## config.mk

```make
export PLATFORM = sky130hd
export DESIGN_NAME = eth_unpack_fsm_flat
export DESIGN_NICKNAME = d
export VERILOG_FILES = /design/src/hdl/eth_xover_pkg.sv /design/src/hdl/eth_pkt_rd_if.sv /design/src/hdl/eth_unpack_fsm.sv /design/src/flat_wrapper.sv
export VERILOG_INCLUDE_DIRS = /design/src /design/src/hdl
export SDC_FILE = /design/constraint.sdc
export NUM_CORES = 1
export LEC_CHECK = 0
export ABC_AREA = 1
export BUFFER_PORTS_ARGS = -buffer_cell sky130_fd_sc_hd__buf_2
export CAP_MARGIN = 5
export CORE_MARGIN = 2
export CORE_UTILIZATION = 39
export CTS_BUF_LIST = sky130_fd_sc_hd__clkbuf_8
export DETAILED_ROUTE_END_ITERATION = 10
export PLACE_DENSITY_LB_ADDON = 0.1
export SLEW_MARGIN = 0
export SYNTH_ARGS = -nofsm -noshare
export SYNTH_HDL_FRONTEND = slang
export SYNTH_SLANG_ARGS = --single-unit
```

## constraint.sdc

```tcl
create_clock -name rx_clk -period 2.84 [get_ports rx_clk]
set_input_delay 0.426 -clock rx_clk [delete_from_list [all_inputs] [get_ports rx_clk]]
set_output_delay 0.426 -clock rx_clk [all_outputs]
set_load 0.005 [all_outputs]
```

## src/hdl/eth_xover_consts.svh

```systemverilog
`ifndef ETH_XOVER_CONSTS_SVH
`define ETH_XOVER_CONSTS_SVH

//////////////////////////////
// Receive data path

// Width of one receive bus word
`define ETH_WORD_BITS		32

//////////////////////////////
// Packet store geometry

// 32 bit words, 4 kB in total
`define ETH_STORE_DEPTH		1024
`define ETH_STORE_ADDR_BITS	10

//////////////////////////////
// Length queue and admission

// Frame length in bytes
`define ETH_LEN_BITS		11
// Enough entries for a store full of minimum size frames
`define ETH_LEN_DEPTH		64
// Free words needed to accept a maximum size frame
`define ETH_MAX_FRAME_WORDS	375

`endif
```

## src/hdl/eth_xover_pkg.sv

```systemverilog
`include "eth_xover_consts.svh"

package eth_xover_pkg;

	//////////////////////////////
	// Receive bus

	// One cycle of the 32 bit receive bus
	typedef struct packed {
		// Strobe ahead of the first word of a frame
		logic							start;
		logic							data_valid;
		// Number of valid bytes in data, 1 to 4
		logic [2:0]						bytes_valid;
		// Most significant byte goes out first
		logic [`ETH_WORD_BITS-1:0]		data;
		// End of frame, keep it
		logic							commit;
		// End of frame, throw it away
		logic							drop;
	} eth_rx_bus_t;

	//////////////////////////////
	// Transmit side

	// Unpacker FSM states
	typedef enum logic [2:0] {
		UNPACK_IDLE,
		UNPACK_LEN_WAIT,
		UNPACK_DATA_WAIT,
		UNPACK_DATA_FIRST,
		UNPACK_DATA_REST
	} unpack_state_t;

	// Byte within a word, lane 0 is bits 31 to 24
	typedef logic [1:0] byte_lane_t;

endpackage

```

## src/hdl/eth_pkt_rd_if.sv

```systemverilog
`include "eth_xover_consts.svh"

interface eth_pkt_rd_if;

	// One cycle read request
	logic								rd_en;
	// Word offset from the head of the oldest committed packet
	logic [`ETH_STORE_ADDR_BITS-1:0]	rd_offset;
	// Frees the oldest packet
	logic								pop_packet;
	// Size of that packet in words
	logic [`ETH_STORE_ADDR_BITS-1:0]	pop_words;
	// Two cycles behind rd_en, then held
	logic [`ETH_WORD_BITS-1:0]			rd_data;

	// Unpacker side
	modport reader (
		output	rd_en,
		output	rd_offset,
		output	pop_packet,
		output	pop_words,
		input	rd_data
	);

	// Memory side
	modport store (
		input	rd_en,
		input	rd_offset,
		input	pop_packet,
		input	pop_words,
		output	rd_data
	);

endinterface

```

## src/hdl/eth_unpack_fsm.sv

```systemverilog
`include "eth_xover_consts.svh"

module eth_unpack_fsm import eth_xover_pkg::*; (
	input	logic								rx_clk,
	input	logic								rst_n,
	input	logic								tx_ready,
	input	logic								len_empty,
	input	logic [`ETH_LEN_BITS-1:0]			len_data,
	input	byte_lane_t							lane,
	input	logic [`ETH_STORE_ADDR_BITS-1:0]	word_offset,
	input	logic								last_byte,
	input	logic								frame_done,
	output	logic								len_pop,
	output	logic								frame_begin,
	output	logic								lane_step,
	output	logic								word_step,
	output	logic [`ETH_LEN_BITS-1:0]			frame_len,
	output	logic								tx_start,
	output	logic								tx_data_valid,
	output	logic [7:0]							tx_data,
	eth_pkt_rd_if.reader						rd
);

	localparam int unsigned ADDR_BITS = `ETH_STORE_ADDR_BITS;
	localparam int unsigned LEN_BITS = `ETH_LEN_BITS;

	unpack_state_t	state;
	unpack_state_t	state_next;

	//////////////////////////////
	// State and frame length

	always_ff @(posedge rx_clk or negedge rst_n) begin
		if (!rst_n)
			state	<= UNPACK_IDLE;
		else
			state	<= state_next;
	end

	// Length of the frame being sent, taken as it pops
	always_ff @(posedge rx_clk) begin
		if (len_pop)
			frame_len	<= len_data;
	end

	always_comb begin
		state_next = state;
		case (state)
			// Wait for a queued frame and a ready MAC
			UNPACK_IDLE:
				if (len_pop)
					state_next = UNPACK_LEN_WAIT;
			// Start marker goes out here
			UNPACK_LEN_WAIT:
				state_next = UNPACK_DATA_WAIT;
			// First word read issued
			UNPACK_DATA_WAIT:
				state_next = UNPACK_DATA_FIRST;
			// Gap between words, zero length frames end here
			UNPACK_DATA_FIRST:
				state_next = frame_done ? UNPACK_IDLE : UNPACK_DATA_REST;
			// One byte per cycle, lanes 0 to 3
			UNPACK_DATA_REST:
				if (last_byte)
					state_next = UNPACK_IDLE;
				else if (lane == 2'd3)
					state_next = UNPACK_DATA_FIRST;
			default:
				state_next = UNPACK_IDLE;
		endcase
	end

	//////////////////////////////
	// Control to the counter and queue

	// tx_ready only matters before a frame begins
	assign len_pop			= (state == UNPACK_IDLE) && !len_empty && tx_ready;
	assign frame_begin		= len_pop;
	assign lane_step		= tx_data_valid;
	assign word_step		= tx_data_valid && (lane == 2'd3);

	//////////////////////////////
	// Store reads and release

	// Next word prefetched at lane 2 to land right after lane 3
	assign rd.rd_en			= (state == UNPACK_DATA_WAIT) ||
							  (tx_data_valid && (lane == 2'd2) && !last_byte);
	assign rd.rd_offset		= (state == UNPACK_DATA_WAIT) ? word_offset : word_offset + 1'b1;

	// Free the packet along with its last byte
	assign rd.pop_packet	= (tx_data_valid && last_byte) ||
							  ((state == UNPACK_DATA_FIRST) && frame_done);
	// Whole words, rounded up
	assign rd.pop_words		= ADDR_BITS'(frame_len[LEN_BITS-1:2]) + ADDR_BITS'(|frame_len[1:0]);

	//////////////////////////////
	// Transmit port

	assign tx_start			= (state == UNPACK_LEN_WAIT);
	assign tx_data_valid	= (state == UNPACK_DATA_REST);

	// MSB first
	always_comb begin
		case (lane)
			2'd0:		tx_data = rd.rd_data[31:24];
			2'd1:		tx_data = rd.rd_data[23:16];
			2'd2:		tx_data = rd.rd_data[15:8];
			default:	tx_data = rd.rd_data[7:0];
		endcase
	end

endmodule

```

## src/flat_wrapper.sv

```systemverilog
// flat-port wrapper written by rule: the top's interface ports become plain ports
module eth_unpack_fsm_flat import eth_xover_pkg::*;
  (rx_clk, rst_n, tx_ready, len_empty, len_data, lane, word_offset, last_byte, frame_done, len_pop, frame_begin, lane_step, word_step, frame_len, tx_start, tx_data_valid, tx_data, rd_rd_en, rd_rd_offset, rd_pop_packet, rd_pop_words, rd_rd_data);
  eth_pkt_rd_if rd_i ();
  input	logic rx_clk;
  input	logic rst_n;
  input	logic tx_ready;
  input	logic len_empty;
  input	logic [`ETH_LEN_BITS-1:0] len_data;
  input	byte_lane_t lane;
  input	logic [`ETH_STORE_ADDR_BITS-1:0] word_offset;
  input	logic last_byte;
  input	logic frame_done;
  output	logic len_pop;
  output	logic frame_begin;
  output	logic lane_step;
  output	logic word_step;
  output	logic [`ETH_LEN_BITS-1:0] frame_len;
  output	logic tx_start;
  output	logic tx_data_valid;
  output	logic [7:0] tx_data;
  output wire logic [$bits(rd_i.rd_en)-1:0] rd_rd_en;
  output wire logic [$bits(rd_i.rd_offset)-1:0] rd_rd_offset;
  output wire logic [$bits(rd_i.pop_packet)-1:0] rd_pop_packet;
  output wire logic [$bits(rd_i.pop_words)-1:0] rd_pop_words;
  input wire logic [$bits(rd_i.rd_data)-1:0] rd_rd_data;
  assign rd_rd_en = rd_i.rd_en;
  assign rd_rd_offset = rd_i.rd_offset;
  assign rd_pop_packet = rd_i.pop_packet;
  assign rd_pop_words = rd_i.pop_words;
  assign rd_i.rd_data = rd_rd_data;
  eth_unpack_fsm u_core (.rx_clk(rx_clk), .rst_n(rst_n), .tx_ready(tx_ready), .len_empty(len_empty), .len_data(len_data), .lane(lane), .word_offset(word_offset), .last_byte(last_byte), .frame_done(frame_done), .len_pop(len_pop), .frame_begin(frame_begin), .lane_step(lane_step), .word_step(word_step), .frame_len(frame_len), .tx_start(tx_start), .tx_data_valid(tx_data_valid), .tx_data(tx_data), .rd(rd_i));
endmodule
```

* Yosys cells after proc, flatten, opt, wreduce, memory -nomap -nowiden
Cells that the tools add are included.
** Storage, ports and cells
- Register bits :: 14
- Latch bits :: 0
- Bits in writable memories :: 0
- ROM bits :: 0
- Input port bits :: 61
- Logic and storage cells :: 35
- Memories kept :: 0
** Cells by class
- Add/sub/neg operators :: 2
- Multiply operators :: 0
- Div/mod/pow operators :: 0
- Order comparisons :: 0
- Equal/unequal tests :: 9
- Shift operators :: 0
- Muxes and demuxes :: 7
- Bitwise logic cells :: 0
- Reduce and logical (&&, ||, !) cells :: 15
** Operators with widths (number)
- 8-bit case mux with 3 select lines :: 1
- 3-bit case mux with 5 select lines :: 1
- 3-bit two-way mux :: 4
- 10-bit by 1-bit adder with 10-bit output, second input constant :: 1
- 9-bit by 1-bit adder with 10-bit output :: 1
- 10-bit two-way mux :: 1
- 1-bit logical AND :: 7
- 3-bit by 2-bit == test with 1-bit output, second input constant :: 2
- 2-bit == test, second input constant :: 2
- 3-bit by 1-bit == test with 1-bit output, second input constant :: 1
- 3-bit == test, second input constant :: 1
- 3-bit logical NOT :: 1
- 3-bit != test, second input constant :: 1
- 2-bit by 1-bit == test with 1-bit output, second input constant :: 1
- 1-bit logical NOT :: 2
- 2-bit logical NOT :: 1
- 1-bit logical OR :: 2
- 2-bit != test, second input constant :: 1
- 2-bit AND reduction :: 1
- 2-bit OR reduction :: 1

* Logic depth before layout (Yosys ltp)
Gate-level depths: netlist (run 1).
- Word-level depth :: 5
- Mapped depth :: 8

* Worst setup path after synthesis (run 1)
Ideal clock, no wire load.
- Kind :: flip-flop to output port
- Start :: reg u_core.state[1]
- End :: out len_pop
- Data arrival time :: 1828 ps
- Required time :: 2414 ps
- Setup slack :: 586 ps
- Cell stages (with the launch flop) :: 5
- Path through :: dfrtp_1 nor2_2 nand2_1 nor3_1 buf_4
** On the way
- Longest elaborated chain between the ends :: 3
** Ends and longest elaborated chain
- start, declared :: RTL line eth_unpack_fsm.sv:27 : unpack_state_t state;
- start signal, assigned :: RTL line eth_unpack_fsm.sv:37 : state <= state_next;
- 3-bit logical NOT :: RTL line eth_unpack_fsm.sv:77 : assign len_pop = (state == UNPACK_IDLE) && !len_empty && tx_ready;
- 1-bit logical AND (2 in a row) :: RTL line eth_unpack_fsm.sv:77
- end, declared :: RTL line flat_wrapper.sv:14 : output logic len_pop;
Every way passes these cells.

* Worst setup path in the final report (run 1)
- Start :: reg u_core.frame_len[1]
- End :: out rd_pop_words[8]
** On the way
- Longest elaborated chain between the ends :: 2
** Ends and longest elaborated chain
- start, declared :: RTL line eth_unpack_fsm.sv:17 : output logic [`ETH_LEN_BITS-1:0] frame_len,
- start signal, assigned :: RTL line eth_unpack_fsm.sv:43 : frame_len <= len_data;
- 2-bit OR reduction :: RTL line eth_unpack_fsm.sv:94 : assign rd.pop_words = ADDR_BITS'(frame_len[LEN_BITS-1:2]) + ADDR_BITS'(|frame_len[1:0]);
- 9-bit by 1-bit adder with 10-bit output :: RTL line eth_unpack_fsm.sv:94
- end, declared :: RTL line flat_wrapper.sv:25 : output wire logic [$bits(rd_i.pop_words)-1:0] rd_pop_words;
Every way passes these cells.

==> out/results.tsv, run 1 <==
stage	metric	value	unit
status	run_status	complete, no violations	
synth	yosysWarningCount	0	
grt	overflow	0	
floorplan	die_h	60.6	µm
pwr	p_per_area	437	mW/mm²
route	wl_per_cell	8.96	µm
clocking	cts.sinks	14	
pwr	seqPwrFrac	0.356	
synth	synth_common_cells	43 x nand2_1, 25 x inv_1, 16 x nand3_1	
grt	grt_antenna_before_repair	0	
clocking	clock_path_buffers	2	
clocking	post_cts_buffers	0	
final_layout	fin_nets	349	
timing	timing.max_slew.rel_slack	0.685	
synth	synth_sequential_area_ratio	0.324	
critical_path	crit_fanout	2	
timing	rsz0062_at_grt	no	
placement	place_hpwl	2610	µm
floorplan	placementRows	20	
critical_path	criticalPathCategory	flip-flop to output pin	
timing	fin_setup_tns	0	ps
route	drt_wl_total	2940	µm
final_layout	area_growth	51.0	%
timing	fmax	434	MHz
pwr	p_sw_frac	0.355	
timing	period_needed	2310	ps
synth	synth.most_common_cell	nand2_1	
floorplan	die_x	60.6	µm
synth	synth-seq-cells	14	
critical_path	cp-start-kind	flip-flop	
route	wl_met1	1250	µm
synth	synth.distinct_cells	29	
pwr	cellInternalPower	532	µW
route	dr_wl_met3	236	µm
critical_path	worst_ep_arrival_time	1880	ps
route	drt_iter0_markers	25	
synth	synth_edf_count	11	
route	avgViaCountPerCell	4.43	
synth	synth_top_area_frac	0.264	
timing	setup_viol	0	
grt	grt_first_pass_wirelength	4460	µm
route	drtAntennaViolNets	0	
synth	syn_inst	174	
synth	ys.flop_type	edfxtp_1	
route	drc_errors	0	
final_layout	num_antenna_cells	0	
route	dr.pass1.iters	4	
run	max_cap_violations	0	
route	via_count	1452	
synth	syn_avg_cell_area	7.19	µm²
clocking	post_cts_resized	0	
placement	dp_cells	323	
floorplan	start_util	0.410	
critical_path	critPathCaptureType	output pin	
timing	min_period_over_period	0.812	
synth	synth_nets	238	
clocking	cts-root-buf	clkbuf_8	
route	top_layer	met4	
timing	fin_worst_skew	1.62	ps
clocking	cts_buffers	3	
grt	grt.total_usage	0.157	
floorplan	ios	108	
synth	synthTopCellsByArea	edfxtp_1 26%, nand2_1 13%, inv_1 7.5%	
floorplan	die_area	0.00368	mm²
route	wl_met2	1430	µm
timing	drv_slew	0	
placement	port_buffers	107	
clocking	htree_levels	1	
critical_path	required	2410	ps
pwr	pwr-share-comb	0.451	
pwr	p_leak	1.06	nW
hold_path	holdCritPathClass	primary input to flip-flop	
synth	synthesis.area	0.00125	mm²
clocking	cts_tree	yes	
placement	place_congestion	0.662	
synth	synthArstFlopShare	0.214	
timing	tightest_slew	471	ps
final_layout	fin_cells	328	
grt	grt_max_degree	14	
grt	first_global_vias	1178	
pwr	peakVddDrop	0.171	mV
clocking	clk_latency	240	ps
final_layout	final_util	0.619	
synth	synth_area_leader_cell	edfxtp_1	
final_layout	drive_above_1_share	0.451	
floorplan	core	0.00305	mm²
pwr	power.total	825	µW
pwr	p_clk_frac	0.192	
pwr	p_switching	293	µW
final_layout	fill_cells	317	
timing	finalHoldViolCount	0	
clocking	clk_pin_slew	60	ps
-- final timing paths --
path                                               startpoint                        endpoint  slack, ps  cells after the start
worst max-delay path            u_core.frame_len[1]$_DFFE_PP_                 rd_pop_words[8]        530                      8
worst min-delay path                              len_data[4]   u_core.frame_len[4]$_DFFE_PP_        360                      1
worst max register to register    u_core.state[1]$_DFFE_PN0P_  u_core.frame_len[10]$_DFFE_PP_       1520                      4
worst min register to register    u_core.state[0]$_DFFE_PN0P_     u_core.state[2]$_DFFE_PN0P_        660                      2
max in group asynchronous                               rst_n     u_core.state[2]$_DFFE_PN0P_       2220                      2
min in group asynchronous                               rst_n     u_core.state[1]$_DFFE_PN0P_        520                      2
-- metal layers --
layer  global-route usage  vias up
met5                    0        -
met4               0.0559        0
met3               0.0256        2
met2                0.284       65
met1                0.187      605
li1                     -      780
-- cells in the final DEF (no fill, tap or decap), types with 2 or more instances in the layout --
master      n
buf_2     107
clkbuf_8    3
dfrtp_1     3
edfxtp_1   11
ha_1        3
inv_1      26
inv_2       3
nand2_1    43
nand2_2     2
nand2_4     2
nand3_1    16
nand3b_1    8
nand4_1     4
nor2_1     13
nor2_2      2
nor2_4      2
nor3_2      2
o21ai_0     4
o21ai_1     7
o22ai_1     2
xnor2_1     3
xor2_1      9
-- per-stage QoR --
stage	instance area, µm²	setup WS (ps)	hold slack [ps]
5_1_grt	1890	414	351
3_3_place_gp	1830	847	223
4_1_cts	1890	491	353
6_report	1890	535	359
3_5_place_dp	1830	756	223
2_1_floorplan	1250	586	130
-- area by class of cell --
type	count	area, µm²	area share
Clock buffer	3	41.3	0.0219
Multi-Input combinational cell	128	722	0.382
Inverter	29	109	0.0576
Timing Repair Buffer	109	553	0.293
Tap cell	44	55.1	0.0291
Sequential cell	14	405	0.215
Clock inverter	1	3.75	0.00199
-- timing repair --
| item | 4_1_cts | 5_1_grt |
|---|---|---|
| setup endpoints to repair | 0 | 0 |
| endpoints found under the hold margin | 3 | 0 |
| hold buffers | 1 | 0 |
-- registers in the layout, summed over array words and instances, names as in the netlist --
name              flops
u_core.frame_len     11
u_core.state          3
-- kinds of logic after synthesis --
family | count (synthesis) | share of synthesized area
flops | 14 | 0.324
fa+ha+maj | 3 | 0.0300
buf+inv | 32 | 0.103
compound gates | 15 | 0.0660
xor+xnor | 12 | 0.0840
simple gates | 97 | 0.384
mux | 1 | 0.00900
-- critical path, cell delays in order, from the launching register on --
cell,delay (ps)
edfxtp_1,370
or2_2,300
ha_1,200
ha_1,210
nand3_1,120
nor2_1,70
nand3_1,90
xor2_1,150
buf_2,130
-- power by group through the flow --
| stage | clock network (mW) | registers [mW] | logic (mW) |
|---|---|---|---|
| floorplan | 0 | 0.298 | 0.212 |
| global placement | 0 | 0.298 | 0.375 |
| detailed placement | 0 | 0.298 | 0.377 |
| CTS | 0.166 | 0.294 | 0.379 |
| global route | 0.176 | 0.299 | 0.423 |
| finish | 0.159 | 0.294 | 0.372 |
No activity file was read; power rests on OpenSTA's default activity.
==> run 2, diff against run 1 <==
Settings changed: ABC_AREA 1 to 0, CORE_UTILIZATION 39 to 34.
Clock period 2.84 ns to 2 ns, I/O delays scaled along.
==> run 2 against run 1 <==
Power is 52% higher. Non-clock buffer count increased by 2. Setup slack lost 420 ps. Synthesized area fell by 7.1%. Critical path depth shrank 4. Sequential power rose by 53%. Clock power rose by 44%. Final area decreased by 4.0%.
==> out/results.tsv, run 2 <==
stage	metric	value	unit
status	run_status	complete, no violations	
final_layout	fill_cells	326	
timing	rsz0062_at_grt	no	
final_layout	drive_above_1_share	0.633	
pwr	cellInternalPower	826	µW
critical_path	cp-start-kind	flip-flop	
synth	yosysWarningCount	0	
synth	synthesis.area	0.00116	mm²
final_layout	num_antenna_cells	0	
synth	synthTopCellsByArea	edfxtp_1 28%, mux4_2 12%, dfrtp_1 6.5%	
synth	synth_edf_count	11	
hold_path	holdCritPathClass	primary input to flip-flop	
timing	fin_worst_skew	5.07	ps
timing	period_needed	1890	ps
synth	synth_area_leader_cell	edfxtp_1	
critical_path	crit_fanout	9	
synth	synth_nets	163	
route	drt_iter0_markers	24	
critical_path	r2r_setup_slack	670	ps
final_layout	area_growth	56.0	%
run	max_cap_violations	0	
timing	tightest_slew	381	ps
critical_path	regToRegStartpoint	u_core.state[2]$_DFFE_PN0P_	
clocking	cts_buffers	3	
final_layout	fin_cells	253	
synth	syn_inst	99	
floorplan	core	0.00331	mm²
placement	place_congestion	0.712	
clocking	cts_tree	yes	
grt	grt_antenna_before_repair	0	
timing	timing.max_slew.rel_slack	0.746	
floorplan	die_h	62.5	µm
placement	place_hpwl	2670	µm
critical_path	criticalPathCategory	flip-flop to output pin	
synth	syn_avg_cell_area	11.7	µm²
synth	synthArstFlopShare	0.214	
final_layout	top_register	u_core.frame_len	
floorplan	start_util	0.351	
timing	setup_viol	0	
final_layout	final_common_cell	buf_2	
pwr	p_sw_frac	0.342	
route	wl_per_cell	12.1	µm
clocking	htree_levels	1	
pwr	power.total	1.25	mW
route	dr.pass1.iters	4	
final_layout	reg_top3	u_core.frame_len (11), u_core.state (3)	
pwr	p_leak	0.876	nW
floorplan	ios	108	
synth	synth.most_common_cell	edfxtp_1	
hold_path	holdPathEnd	u_core.frame_len[7]$_DFFE_PP_	
grt	first_global_vias	1099	
final_layout	fin_nets	272	
route	drt_wl_total	3070	µm
route	drtAntennaViolNets	0	
clocking	cts.sinks	14	
synth	synth_common_cells	11 x edfxtp_1, 10 x nand2_1, 8 x xnor2_1, 8 x xor2_1	
pwr	p_clk_frac	0.182	
critical_path	worst_ep_arrival_time	1590	ps
final_layout	multi_input_area	733	µm²
clocking	clk_latency	240	ps
synth	synth-seq-cells	14	
timing	fmax	530	MHz
final_layout	layout_common_cells	107 x buf_2, 11 x edfxtp_1, 10 x nand2_1	
critical_path	r2r_cells	2	
route	avgViaCountPerCell	4.78	
hold_path	min-delay-start	len_data[7]	
grt	grt_max_degree	14	
pwr	peakVddDrop	0.497	mV
placement	port_buffers	107	
critical_path	required	1700	ps
pwr	pwr-share-comb	0.460	
pwr	p_per_area	692	mW/mm²
critical_path	critPathCaptureType	output pin	
placement	dp_cells	247	
floorplan	placementRows	21	
grt	grt_first_pass_wirelength	4860	µm
floorplan	die_x	62.5	µm
final_layout	largest_reg_flops	11	
timing	fin_setup_tns	0	ps
route	drc_errors	0	
timing	finalHoldViolCount	0	
clocking	clk_pin_slew	60	ps
synth	ys.flop_type	edfxtp_1	
critical_path	r2r_end	u_core.frame_len[5]$_DFFE_PP_	
grt	overflow	0	
synth	synth_sequential_area_ratio	0.349	
clocking	clock_path_buffers	2	
pwr	seqPwrFrac	0.358	
synth	synth.distinct_cells	36	
final_layout	seq_area	405	µm²
route	via_count	1210	
synth	synth_top_area_frac	0.284	
grt	grt.total_usage	0.155	
clocking	cts-root-buf	clkbuf_8	
pwr	p_switching	428	µW
hold_path	min_path_cells	1	
timing	min_period_over_period	0.944	
timing	drv_slew	0	
floorplan	die_area	0.00390	mm²
## run 2: cell count changes in the layout (fill, tap and decap cells not counted), moves of 7 or more
cell      previous run  this run
inv_1               26         2
o21ai_1              7         0
nand3b_1             8         0
nand2_1             43        10
nor2_1              13         3
nand3_1             16         5
## run 2: power groups by stage
stage / clock, mW / sequential (mW) / combinational (mW)
floorplan: 0 / 0.409 / 0.395
global placement: 0 / 0.449 / 0.555
detailed placement: 0 / 0.452 / 0.566
CTS: 0.238 / 0.446 / 0.571
global route: 0.254 / 0.460 / 0.637
finish: 0.229 / 0.449 / 0.577
## run 2: cells by family after synthesis
group	after synthesis	share of synthesized area
AOI/OAI and AO/OA	6	0.0431
xor gates and xnor gates	16	0.121
adders and majority gates	3	0.0323
buffers and inverters	8	0.0538
DFF	14	0.349
muxes	9	0.170
and+or+nand+nor	43	0.231
## run 2: worst max-delay path, cell delays in order (launching register included)
cell and delay, ps:
dfrtp_1 490, nor3b_4 420, nor4_1 140, xor2_1 160, buf_2 140
## run 2: how the worst max path moves through the flow
stage                                             start         endpoint  slack [ps]  depth (start not counted)
after floorplan             u_core.state[2]$_DFFE_PN0P_          len_pop          70                          3
after global placement    u_core.frame_len[1]$_DFFE_PP_  rd_pop_words[8]         220                          6
after detailed placement  u_core.frame_len[1]$_DFFE_PP_  rd_pop_words[8]         200                          6
after CTS                 u_core.frame_len[1]$_DFFE_PP_  rd_pop_words[8]          10                          6
after global routing        u_core.state[2]$_DFFE_PN0P_  rd_rd_offset[7]          10                          4
final                       u_core.state[2]$_DFFE_PN0P_  rd_rd_offset[9]         110                          4
## run 2: layer usage
| layer | wire, µm | vias up | track usage |
|---|---|---|---|
| li1 | - | 591 | - |
| met1 | 1170 | 570 | 0.182 |
| met2 | 1660 | 45 | 0.274 |
| met4 | 54 | 0 | 0.0750 |
| met5 | 0 | - | 0 |
| met3 | 179 | 4 | 0.0270 |
## run 2: repair_timing
item,CTS,global route
pin swaps,0,1
setup endpoints to repair,3,3
setup buffers,0,1
gates resized for setup,2,4
hold buffers,1,0
hold endpoints to repair,3,0
## run 2: per-stage QoR
step / worst slack [ps] / hold WS [ps] / util / cell area [µm²]
2_1_floorplan: 69.8 / 4.41 / - / 1170
3_3_place_gp: 218 / 103 / 0.519 / 1720
3_5_place_dp: 201 / 103 / 0.519 / 1720
4_1_cts: 14.6 / 224 / 0.537 / 1780
5_1_grt: 9.66 / 219 / 0.548 / 1810
6_report: 113 / 228 / 0.548 / 1810
## run 2: final cells by class
cell class,instances,share of cell area
sequential,14,0.224
inverter,1,0.00207
multi-input combinational,77,0.404
clock inverter,1,0.00207
clock buffer,3,0.0228
timing repair buffer,111,0.313
tap,46,0.0317
==> run 3, diff against run 2 <==
Settings changed: CORE_UTILIZATION 34 to 38.
Clock period 2 ns to 2.1 ns, I/O delays scaled along.
==> run 3 against run 2 <==
Global-route usage up 0.29 points. Cell count down 5.9%. Sequential power barely moved. Combinational power is 13% lower. Count of clock-buffer cells in the layout up 1. Via count up 1.6%. Routed wire length shrank 4.6%. Utilization up 4.5 points. Largest cell class unchanged.
==> out/results.tsv, run 3 (synthesis results as in run 2) <==
stage	metric	value	unit
status	run_status	complete, no violations	
timing	tightest_slew	374	ps
grt	grt_first_pass_wirelength	4360	µm
critical_path	r2r_end	u_core.frame_len[4]$_DFFE_PP_	
final_layout	area_growth	51.8	%
critical_path	r2r_setup_slack	770	ps
timing	period_needed	2000	ps
route	dr.pass1.iters	4	
clocking	cts-root-buf	clkbuf_8	
route	via_count	1229	
timing	timing.max_slew.rel_slack	0.751	
route	drt_wl_total	2930	µm
timing	rsz0062_at_grt	no	
final_layout	top_register	u_core.frame_len	
grt	overflow	0	
clocking	cts.sinks	14	
timing	drv_slew	0	
route	avgViaCountPerCell	5.16	
timing	min_period_over_period	0.951	
placement	port_buffers	107	
final_layout	design_area	0.00176	mm²
clocking	clk_latency	240	ps
grt	grt_max_degree	14	
final_layout	fin_nets	270	
critical_path	critical_path.startpoint	u_core.state[1]$_DFFE_PN0P_	
floorplan	ios	108	
timing	setup_viol	0	
floorplan	die_x	59.3	µm
clocking	cts_buffers	3	
route	wl_per_cell	12.3	µm
critical_path	required	1780	ps
final_layout	final_common_cell	buf_2	
placement	post_dp_cell_area	0.00169	mm²
floorplan	placementRows	20	
clocking	clk_pin_slew	50	ps
route	drt_iter0_markers	17	
final_layout	num_antenna_cells	0	
final_layout	reg_top3	u_core.frame_len (11), u_core.state (3)	
hold_path	min-delay-start	len_data[0]	
timing	fin_setup_tns	0	ps
placement	place_hpwl	2570	µm
timing	finalHoldViolCount	0	
hold_path	min_path_cells	1	
pwr	power.total	1.20	mW
timing	hold_ws	251	ps
floorplan	start_util	0.390	
floorplan	core	0.00298	mm²
grt	first_global_vias	1127	
placement	dp_cells	233	
critical_path	worst_ep_arrival_time	1680	ps
timing	fin_worst_skew	0.728	ps
floorplan	die_h	59.3	µm
floorplan	die_area	0.00352	mm²
clocking	cts_tree	yes	
clocking	htree_levels	1	
placement	place_congestion	0.806	
critical_path	crit_fanout	12	
final_layout	largest_reg_flops	11	
route	drtAntennaViolNets	0	
pwr	p_leak	0.863	nW
hold_path	holdCritPathClass	primary input to flip-flop	
grt	grt_antenna_before_repair	0	
clocking	clock_path_buffers	2	
route	drc_errors	0	
critical_path	critPathCaptureType	output pin	
final_layout	layout_common_cells	107 x buf_2, 11 x edfxtp_1, 10 x nand2_1	
timing	fmax	501	MHz
final_layout	drive_above_1_share	0.629	
clocking	post_cts_buffers	0	
pwr	p_per_area	679	mW/mm²
critical_path	r2r_cells	2	
hold_path	holdPathEnd	u_core.frame_len[0]$_DFFE_PP_	
run	max_cap_violations	0	
critical_path	cp-start-kind	flip-flop	
critical_path	regToRegStartpoint	u_core.state[2]$_DFFE_PN0P_	
grt	grt.total_usage	0.158	
critical_path	criticalPathCategory	flip-flop to output pin	
pwr	peakVddDrop	0.275	mV
final_layout	fin_cells	238	
[run 3: changes by cell type in the layout (fill, tap and decap cells not counted)]
cell | before | now
buf_4 | 3 | 1
ha_2 | 0 | 2
ha_4 | 2 | 0
clkbuf_8 | 3 | 4
inv_1 | 2 | 1
nand3_1 | 5 | 6
nand3_2 | 2 | 1
or2_2 | 0 | 1
or2_4 | 1 | 0
[run 3: routing by layer]
| metal | vias to the layer above | routed length (µm) | GRT usage |
|---|---|---|---|
| met5 | - | 0 | 0 |
| met4 | 0 | 14 | 0.0390 |
| met3 | 2 | 251 | 0.0262 |
| met2 | 75 | 1540 | 0.306 |
| met1 | 565 | 1130 | 0.177 |
| li1 | 587 | - | - |
[run 3: worst max-delay path, cell delays in order (launching register included)]
cell and delay, ps:
dfrtp_1 510, nor3b_4 250, nor4_1 400, xor2_1 170, buf_2 120
[run 3: report_power, final]
part	internal (mW)	leakage, nW	switching [mW]	total, mW
clock network	0.166	0.0288	0.0857	0.251
logic	0.282	0.696	0.218	0.500
registers	0.355	0.139	0.0930	0.447
total	0.802	0.863	0.396	1.20
[run 3: how the worst max path moves through the flow]
| stage | depth (start not counted) | end | slack (ps) |
|---|---|---|---|
| floorplan | 3 | len_pop | 150 |
| global placement | 6 | rd_pop_words[8] | 320 |
| detailed placement | 6 | rd_pop_words[8] | 270 |
| CTS | 6 | rd_pop_words[8] | 40 |
| global route | 4 | rd_rd_offset[9] | 0.8 |
| finish | 4 | rd_rd_offset[9] | 100 |
[run 3: area by class of cell]
class                      instances  area (µm²)
fill                             256        1210
tap                               33        41.3
timing repair buffer             109         553
sequential                        14         405
clock buffer                       4        55.1
inverter                           1        3.75
multi-input combinational         77         706
[run 3: metrics by stage]
stage	worst slack, ps	util
after floorplan	155	-
after global placement	321	0.569
after detailed placement	269	0.569
after CTS	44.1	0.592
after global routing	0.835	0.592
final	102	0.592
[run 3: repair_timing]
action | 4_1_cts | 5_1_grt
setup endpoints to repair | 1 | 1
hold buffers | 1 | 0
endpoints found under the hold margin | 3 | 0
pin swaps | 0 | 0
gates resized for setup | 1 | 1
